[src/core_pkg.sv]
// Shared definitions for the bridge-facing part of the core top level.
// Holds the host bridge address map, datapath widths, loader region codes
// and the video formatter line state. Modules import it inside their body.

package core_pkg;

  ////////////////////////////////////////
  // widths

  localparam int unsigned bridge_w    = 32;
  localparam int unsigned half_w      = 16;
  localparam int unsigned load_addr_w = 24;
  localparam int unsigned rgb_w       = 24;
  localparam int unsigned div_w       = 2;

  ////////////////////////////////////////
  // loader regions

  // top address nibble selects the region
  localparam int unsigned region_nib_w = 4;
  localparam int unsigned num_regions  = 2;
  // channel i answers to nibble region_base + i
  localparam logic [region_nib_w-1:0] region_base = 4'h1;

  ////////////////////////////////////////
  // settings address map

  localparam logic [bridge_w-1:0] addr_variant   = 32'h0000_0004;
  localparam logic [bridge_w-1:0] addr_overscan  = 32'h0000_0100;
  localparam logic [bridge_w-1:0] addr_border    = 32'h0000_0104;
  localparam logic [bridge_w-1:0] addr_ext_save  = 32'h0000_0200;
  // read only
  localparam logic [bridge_w-1:0] addr_save_size = 32'h0000_0208;

  // save size in bytes, normal and extended
  localparam logic [bridge_w-1:0] save_size_small = 32'h0000_0800;
  localparam logic [bridge_w-1:0] save_size_ext   = 32'h0002_0000;

  ////////////////////////////////////////
  // video formatter

  // hsync rising edge to output pulse, in cycles
  localparam int unsigned hs_delay_cycles = 3;
  localparam int unsigned hs_cnt_w        = $clog2(hs_delay_cycles);
  // slot code position in the end-of-line word
  localparam int unsigned eol_slot_lsb    = 13;

  typedef enum logic [1:0] {
    line_idle,
    line_active,
    line_end
  } fmt_state_e;

endpackage

[src/bridge_regs.sv]
// Settings register block on the host bridge.
// Stores the variant, overscan, border and extended-save bits, answers
// bridge reads combinationally and decodes writes into loader regions.

`timescale 1ns/1ns

module bridge_regs (
  input  logic                                clk_74a,
  input  logic                                pll_core_locked,
  input  logic [core_pkg::bridge_w-1:0]       bridge_addr,
  input  logic                                bridge_rd,
  input  logic                                bridge_wr,
  input  logic [core_pkg::bridge_w-1:0]       bridge_wr_data,
  output logic [core_pkg::bridge_w-1:0]       bridge_rd_data,
  output logic [core_pkg::num_regions-1:0]    region_wr,
  output logic                                variant_sel,
  output logic                                overscan_en,
  output logic                                border_en
);

  import core_pkg::*;

  logic ext_save_en;
  logic [region_nib_w-1:0] addr_nib;

  assign addr_nib = bridge_addr[bridge_w-1 -: region_nib_w];

  ////////////////////////////////////////
  // settings registers

  // only bit 0 of the write word matters
  always_ff @(posedge clk_74a or negedge pll_core_locked) begin
    if (!pll_core_locked) begin
      variant_sel <= 1'b0;
      overscan_en <= 1'b0;
      border_en   <= 1'b0;
      ext_save_en <= 1'b0;
    end else if (bridge_wr) begin
      case (bridge_addr)
        addr_variant:  variant_sel <= bridge_wr_data[0];
        addr_overscan: overscan_en <= bridge_wr_data[0];
        addr_border:   border_en   <= bridge_wr_data[0];
        addr_ext_save: ext_save_en <= bridge_wr_data[0];
        default: ;
      endcase
    end
  end

  ////////////////////////////////////////
  // read mux

  always_comb begin
    bridge_rd_data = '0;
    case (bridge_addr)
      addr_variant:   bridge_rd_data[0] = variant_sel;
      addr_overscan:  bridge_rd_data[0] = overscan_en;
      addr_border:    bridge_rd_data[0] = border_en;
      addr_ext_save:  bridge_rd_data[0] = ext_save_en;
      addr_save_size: bridge_rd_data = ext_save_en ? save_size_ext : save_size_small;
      default: ;
    endcase
  end

  ////////////////////////////////////////
  // region write decode

  // one strobe per loader channel, same cycle as bridge_wr
  always_comb begin
    for (int i = 0; i < num_regions; i++) begin
      region_wr[i] = bridge_wr && (addr_nib == region_base + region_nib_w'(i));
    end
  end

  // host never issues a read and a write in the same cycle
  a_rd_wr_excl : assert property (
    @(posedge clk_74a) disable iff (!pll_core_locked)
    !(bridge_rd && bridge_wr)
  );

endmodule

[src/core_top.sv]
// Bridge-facing top level of the handheld core, all in the clk_74a domain.
// Wires the settings block, one loader channel per memory region and the
// video formatter. Settings bits leave as status outputs.

`timescale 1ns/1ns

module core_top (
  input  logic                                                   clk_74a,
  input  logic                                                   pll_core_locked,

  // host bridge
  input  logic [core_pkg::bridge_w-1:0]                          bridge_addr,
  input  logic                                                   bridge_rd,
  output logic [core_pkg::bridge_w-1:0]                          bridge_rd_data,
  input  logic                                                   bridge_wr,
  input  logic [core_pkg::bridge_w-1:0]                          bridge_wr_data,

  // core video
  input  logic                                                   core_hblank,
  input  logic                                                   core_vblank,
  input  logic                                                   core_hsync,
  input  logic                                                   core_vsync,
  input  logic [core_pkg::rgb_w-1:0]                             core_rgb,
  input  logic [core_pkg::div_w-1:0]                             dotclock_divider,

  // memory write ports, one per region
  output logic [core_pkg::num_regions-1:0]                       mem_wr,
  output logic [core_pkg::num_regions-1:0][core_pkg::load_addr_w-1:0] mem_addr,
  output logic [core_pkg::num_regions-1:0][core_pkg::half_w-1:0] mem_data,

  // scaler video
  output logic                                                   video_de,
  output logic                                                   video_hs,
  output logic                                                   video_vs,
  output logic [core_pkg::rgb_w-1:0]                             video_rgb,

  // settings status
  output logic                                                   variant_sel,
  output logic                                                   overscan_en,
  output logic                                                   border_en
);

  import core_pkg::*;

  logic [num_regions-1:0] region_wr;

  bridge_regs u_regs (
    .clk_74a         (clk_74a),
    .pll_core_locked (pll_core_locked),
    .bridge_addr     (bridge_addr),
    .bridge_rd       (bridge_rd),
    .bridge_wr       (bridge_wr),
    .bridge_wr_data  (bridge_wr_data),
    .bridge_rd_data  (bridge_rd_data),
    .region_wr       (region_wr),
    .variant_sel     (variant_sel),
    .overscan_en     (overscan_en),
    .border_en       (border_en)
  );

  ////////////////////////////////////////
  // loaders, cartridge then save

  for (genvar i = 0; i < num_regions; i++) begin : g_loader
    data_loader u_loader (
      .clk_74a         (clk_74a),
      .pll_core_locked (pll_core_locked),
      .region_wr       (region_wr[i]),
      .bridge_addr     (bridge_addr[load_addr_w-1:0]),
      .bridge_wr_data  (bridge_wr_data),
      .mem_wr          (mem_wr[i]),
      .mem_addr        (mem_addr[i]),
      .mem_data        (mem_data[i])
    );
  end

  video_formatter u_video (
    .clk_74a          (clk_74a),
    .pll_core_locked  (pll_core_locked),
    .core_hblank      (core_hblank),
    .core_vblank      (core_vblank),
    .core_hsync       (core_hsync),
    .core_vsync       (core_vsync),
    .core_rgb         (core_rgb),
    .dotclock_divider (dotclock_divider),
    .video_de         (video_de),
    .video_hs         (video_hs),
    .video_vs         (video_vs),
    .video_rgb        (video_rgb)
  );

endmodule

[src/data_loader.sv]
// One loader channel between the host bridge and a 16-bit memory port.
// A 32-bit bridge write becomes two write strobes on consecutive cycles,
// upper half first at the byte address, lower half at address plus 2.
// Instantiated once per region by the top level.

`timescale 1ns/1ns

module data_loader (
  input  logic                              clk_74a,
  input  logic                              pll_core_locked,
  input  logic                              region_wr,
  input  logic [core_pkg::load_addr_w-1:0]  bridge_addr,
  input  logic [core_pkg::bridge_w-1:0]     bridge_wr_data,
  output logic                              mem_wr,
  output logic [core_pkg::load_addr_w-1:0]  mem_addr,
  output logic [core_pkg::half_w-1:0]       mem_data
);

  import core_pkg::*;

  // second half held for the following cycle
  logic                   lo_pend;
  logic [load_addr_w-1:0] lo_addr;
  logic [half_w-1:0]      lo_data;

  ////////////////////////////////////////
  // strobe and pending flag

  always_ff @(posedge clk_74a or negedge pll_core_locked) begin
    if (!pll_core_locked) begin
      mem_wr  <= 1'b0;
      lo_pend <= 1'b0;
    end else begin
      mem_wr  <= region_wr || lo_pend;
      lo_pend <= region_wr;
    end
  end

  ////////////////////////////////////////
  // payload

  // region_wr and lo_pend are never high together, since the host
  // spaces its writes to one region by at least 2 cycles
  always_ff @(posedge clk_74a) begin
    if (region_wr) begin
      mem_addr <= bridge_addr;
      mem_data <= bridge_wr_data[bridge_w-1 -: half_w];
      lo_addr  <= bridge_addr + load_addr_w'(2);
      lo_data  <= bridge_wr_data[half_w-1:0];
    end else if (lo_pend) begin
      mem_addr <= lo_addr;
      mem_data <= lo_data;
    end
  end

  // the pipeline has one output slot per cycle, so back-to-back
  // writes to a region would lose a half word
  a_wr_spacing : assert property (
    @(posedge clk_74a) disable iff (!pll_core_locked)
    region_wr |=> !region_wr
  );

endmodule

[src/video_formatter.sv]
// Formats raw core video for the scaler.
// Registers data enable and RGB, inserts the end-of-line slot word after
// each active line, makes a one-cycle vsync pulse and a delayed one-cycle
// hsync pulse. Every clk_74a cycle is one pixel.

`timescale 1ns/1ns

module video_formatter (
  input  logic                          clk_74a,
  input  logic                          pll_core_locked,
  input  logic                          core_hblank,
  input  logic                          core_vblank,
  input  logic                          core_hsync,
  input  logic                          core_vsync,
  input  logic [core_pkg::rgb_w-1:0]    core_rgb,
  input  logic [core_pkg::div_w-1:0]    dotclock_divider,
  output logic                          video_de,
  output logic                          video_hs,
  output logic                          video_vs,
  output logic [core_pkg::rgb_w-1:0]    video_rgb
);

  import core_pkg::*;

  fmt_state_e state;
  fmt_state_e state_nxt;

  logic              de;
  logic [1:0]        slot;
  logic [rgb_w-1:0]  slot_rgb;
  logic              hs_prev;
  logic              vs_prev;
  logic [hs_cnt_w-1:0] hs_cnt;

  assign de = !(core_hblank || core_vblank);

  // dividers 2 and 3 share slot 2
  assign slot     = (dotclock_divider > div_w'(1)) ? 2'd2 : 2'(dotclock_divider);
  assign slot_rgb = rgb_w'(slot) << eol_slot_lsb;

  ////////////////////////////////////////
  // line state

  always_comb begin
    if (de) begin
      state_nxt = line_active;
    end else if (state == line_active) begin
      state_nxt = line_end;
    end else begin
      state_nxt = line_idle;
    end
  end

  // state reflects last cycle's input, so it doubles as the output DE
  always_ff @(posedge clk_74a or negedge pll_core_locked) begin
    if (!pll_core_locked) begin
      state     <= line_idle;
      video_rgb <= '0;
    end else begin
      state <= state_nxt;
      if (de) begin
        video_rgb <= core_rgb;
      end else if (state == line_active) begin
        // first blank cycle after the line
        video_rgb <= slot_rgb;
      end else begin
        video_rgb <= '0;
      end
    end
  end

  assign video_de = (state == line_active);

  ////////////////////////////////////////
  // sync pulses

  always_ff @(posedge clk_74a or negedge pll_core_locked) begin
    if (!pll_core_locked) begin
      hs_prev  <= 1'b0;
      vs_prev  <= 1'b0;
      hs_cnt   <= '0;
      video_hs <= 1'b0;
      video_vs <= 1'b0;
    end else begin
      hs_prev  <= core_hsync;
      vs_prev  <= core_vsync;
      video_vs <= core_vsync && !vs_prev;
      // countdown from the hsync rising edge to the delayed pulse
      if (core_hsync && !hs_prev) begin
        hs_cnt <= hs_cnt_w'(hs_delay_cycles - 1);
      end else if (hs_cnt != '0) begin
        hs_cnt <= hs_cnt - hs_cnt_w'(1);
      end
      video_hs <= (hs_cnt == hs_cnt_w'(1));
    end
  end

  // scaler expects hsync a fixed delay after the core edge
  a_hs_delay : assert property (
    @(posedge clk_74a) disable iff (!pll_core_locked)
    $rose(core_hsync) |-> ##hs_delay_cycles video_hs
  );

endmodule
[config.mk]
export PLATFORM = sky130hd
export DESIGN_NAME = core_top
export DESIGN_NICKNAME = d
export VERILOG_FILES = /design/src/core_pkg.sv /design/src/bridge_regs.sv /design/src/core_top.sv /design/src/data_loader.sv /design/src/video_formatter.sv
export SDC_FILE = /design/constraint.sdc
export NUM_CORES = 1
export LEC_CHECK = 0
export BUFFER_PORTS_ARGS = -buffer_cell sky130_fd_sc_hd__clkbuf_2
export CORE_ASPECT_RATIO = 2
export CORE_MARGIN = 4
export CORE_UTILIZATION = 35
export CTS_BUF_LIST = sky130_fd_sc_hd__clkbuf_16
export DETAILED_ROUTE_END_ITERATION = 12
export GPL_ROUTABILITY_DRIVEN = 0
export PLACE_DENSITY = 0.61
export REMOVE_ABC_BUFFERS = 1
export SLEW_MARGIN = 20
export SYNTH_ARGS = -nofsm -noshare
export SYNTH_HDL_FRONTEND = slang
export SYNTH_SLANG_ARGS = --single-unit
export TNS_END_PERCENT = 100
[constraint.sdc]
create_clock -name clk_74a -period 3.4 [get_ports clk_74a]
set_input_delay 0.17 -clock clk_74a [delete_from_list [all_inputs] [get_ports clk_74a]]
set_output_delay 0.17 -clock clk_74a [all_outputs]
set_load 0.01 [all_outputs]
==> metrics.csv <==
stage,metric,value,unit
cts,cts_buffers,17,
worst_setup_path,required,3.23,ns
worst_setup_path,rr_worst_depth,4,
synthesis,synth_area_per_cell,16.9,um2
cts,clk_pin_slew,0.07,ns
synthesis,ys_seq_area_frac,0.729,
timing,fin_crit,2.56,ns
flow_run,max_cap_viol_count,0,
routing,avgRoutedWirePerCell,18.9,um
finish,post-route-util,0.463,
timing,setup_viol,0,
synthesis,synth-main-ff-cell,edfxtp_1,
hold_path,min_from,core_vblank,
finish,syn_to_final_growth,29.4,%
routing,drtPass1Iterations,4,
hold_path,min_path_cells,2,
worst_setup_path,arrival,2.39,ns
cts,cts_root_buf,clkbuf_16,
placed_design,io_buffers,211,
power,finalPower,5100,uW
floorplan,die_area,25400,um2
synthesis,yosysMostFrequentCell,edfxtp_1,
finish,seq_area,5810,um2
worst_setup_path,r2r-start,u_video.state[0],
grt,antenna_found_initial,0,
grt,grt_pass1_vias,5297,
synthesis,synth_cell_types,38,
worst_setup_path,critPathLaunchType,primary input,
synthesis,ys_ff_latch,200,
floorplan,ios,242,
power,p_leak,0.00421,uW
synthesis,yosys_warnings,0,
hold_path,hold_path_end,u_video.state[0],
outcome,status,completed,
timing,setup-tns-final,0,ns
timing,relSlewSlack,0.397,
placed_design,dp_hpwl,13.6,mm
routing,totalWireLength,19.4,mm
cts,post_cts_buffers,0,
synthesis,yosys-top-cells-count,"edfxtp_1, mux2_2, dfrtp_1",
routing,vias,4775,
worst_setup_path,crit_chain,dlygate4sd3_1 -> clkbuf_2 -> nor4_1 -> nand4_2 -> or2_1 -> nor4_1 -> clkbuf_2,
worst_setup_path,critical_path_class,primary input to output pin,
placed_design,post-place-ws,1.22,ns
worst_setup_path,crit_fanout,5,
timing,finalCritPeriodShare,0.753,
timing,clock_skew,0.0101,ns
floorplan,rows,77,
routing,viasPerCell,4.65,
floorplan,die_x,115,um
synthesis,synthCells,472,
cts,clock_latency,0.44,ns
floorplan,dieHeight,221,um
power,power.density,495,nW/um2
timing,finalMaxSlewViolations,0,
cts,h-tree-depth,4,
finish,nFillCells,1907,
hold_path,hold_class,primary input to flip-flop,
routing,detail-route-antenna-nets,0,
synthesis,synth_area_leaders,"edfxtp_1, dfrtp_1, mux2_2",
timing,fmax,390,MHz
finish,diodes,0,
floorplan,start_util,0.358,
finish,drive_gt1_frac,0.453,
cts,cts_tree,built,
worst_setup_path,crit_family,simple AND/OR/NAND/NOR gates,
worst_setup_path,crit_path_max_incr_delay,0.53,ns
finish,multi_input_area,1910,um2
worst_setup_path,path_buf_inv,3,
timing,finalHoldViolations,0,
cts,cts_resized,0,
worst_setup_path,reg2reg_to,u_video.video_rgb[14],
grt,gr-usage-all-layers,0.158,
routing,drc,0,
finish,nets,838,
worst_setup_path,critPathSlowestCell,dlygate4sd3_1,
worst_setup_path,rrSetupSlack,1.98,ns
cts,cts_buffer_depth,2,
power,ir_drop,428,uV
grt,grt_pass1_wl,29.8,mm
floorplan,coreArea,22300,um2
synthesis,async_flop_share,0.200,
grt,overflow,0,
synthesis,netlist.area_leader.share,0.603,
routing,drt-initial-drc-count,199,
cts,clock_sinks,200,
synthesis,yosysTopAreaCell,edfxtp_1,
worst_setup_path,end_kind,output pin,
timing,setup_ws,0.839,ns
grt,grt_max_degree,46,
timing,worst_pin_slew,0.905,ns
synthesis,syn_area,7960,um2
timing,rsz0062_at_grt,false,
synthesis,synth_enable_flop_cells,160,
## cells in the final DEF (no fill, tap or decap), types with 3 or more instances in the layout
| cell | synthesis | final |
|---|---|---|
| buf_4 | 32 | 7 |
| xor2_1 | 7 | 7 |
| clkinv_4 | 0 | 3 |
| clkbuf_16 | 0 | 17 |
| ha_1 | 3 | 3 |
| inv_6 | 0 | 5 |
| and4_1 | 3 | 3 |
| nor4_1 | 8 | 8 |
| xnor2_1 | 15 | 15 |
| clkbuf_2 | 0 | 210 |
| nand4_1 | 4 | 4 |
| and2_1 | 22 | 22 |
| and3_1 | 3 | 3 |
| nand3b_1 | 3 | 3 |
| mux2_2 | 77 | 77 |
| conb_1 | 1 | 29 |
| inv_1 | 11 | 10 |
| dfrtp_1 | 40 | 40 |
| edfxtp_1 | 160 | 160 |
| o21ai_0 | 6 | 6 |
| nor2_1 | 9 | 8 |
| dlygate4sd3_1 | 0 | 46 |
| nand3_1 | 9 | 9 |
| nor4_2 | 4 | 4 |
| nand2_1 | 17 | 17 |
| a21oi_1 | 3 | 3 |
## routing by layer
layer,global-route usage,share of wire,routed length [um]
met3,0.0399,0.059,1140
met5,0,0,0
met4,0.0629,0.025,484
met1,0.169,0.35,6890
met2,0.287,0.56,10900
## through the flow
step                instances  hold slack, ns  cell area [um2]
finish                   1026          0.0517            10300
CTS                      1026          0.0252            10300
detailed placement        948           0.294             9250
global placement          948           0.292             9250
global route             1026          0.0344            10300
floorplan                 452          -0.126             7750
## report_power, final
group          switching [uW]  leakage [uW]  total [uW]  internal, uW
Clock                     917      0.000286        2020          1100
Combinational             201       0.00194         362           161
Sequential               20.7       0.00198        2720          2700
## worst reg2reg max path, cell delays in order (launching register included)
cell and delay [ns]:
dfrtp_1 0.36, nand2b_1 0.12, nor2_1 0.07, a22o_1 0.20
dlygate4sd3_1 0.55
## cell families after synthesis
| family | after synthesis | share of synthesized area |
|---|---|---|
| buffers and inverters | 59 | 0.0453 |
| AO/OA/AOI/OAI | 12 | 0.00912 |
| XOR/XNOR | 22 | 0.0242 |
| flip-flops | 200 | 0.729 |
| adder cells (fa/ha/maj) | 3 | 0.00472 |
| AND/OR/NAND/NOR | 96 | 0.0754 |
| other | 1 | 0.000471 |
| multiplexers | 79 | 0.112 |
## worst max path at each step
stage | cells after the start | to | startpoint | slack [ns]
floorplan | 3 | g_loader[0].u_loader.mem_addr[0] | bridge_addr[31] | -0.11
global placement | 5 | g_loader[1].u_loader.mem_data[5] | bridge_addr[28] | 1.23
detailed placement | 5 | g_loader[1].u_loader.mem_addr[20] | bridge_addr[28] | 1.22
CTS | 7 | bridge_rd_data[11] | bridge_addr[0] | 0.89
global route | 7 | bridge_rd_data[11] | bridge_addr[0] | 0.72
finish | 7 | bridge_rd_data[11] | bridge_addr[0] | 0.84
## state kept, by name (all words and copies together) (netlist names), 2 cells and up
name	count
u_video.hs_cnt	2
g_loader.u_loader.lo_pend	2
g_loader.u_loader.mem_addr	48
u_video.state	2
u_video.video_rgb	24
g_loader.u_loader.mem_wr	2
g_loader.u_loader.lo_addr	48
g_loader.u_loader.lo_data	32
g_loader.u_loader.mem_data	32
## area by class of cell
| cell class | instances | area share |
|---|---|---|
| clock buffer | 17 | 0.0413 |
| tap | 276 | 0.0335 |
| timing repair buffer | 266 | 0.156 |
| sequential | 200 | 0.564 |
| clock inverter | 15 | 0.0159 |
| multi-input combinational | 241 | 0.185 |
| inverter | 11 | 0.00401 |
## what timing repair did
| item | in CTS | in global routing |
|---|---|---|
| hold endpoints to repair | 103 | 0 |
| setup endpoints to repair | 0 | 0 |
| hold buffers | 46 | 0 |
Note: power is estimated with default switching activity, not from simulation.
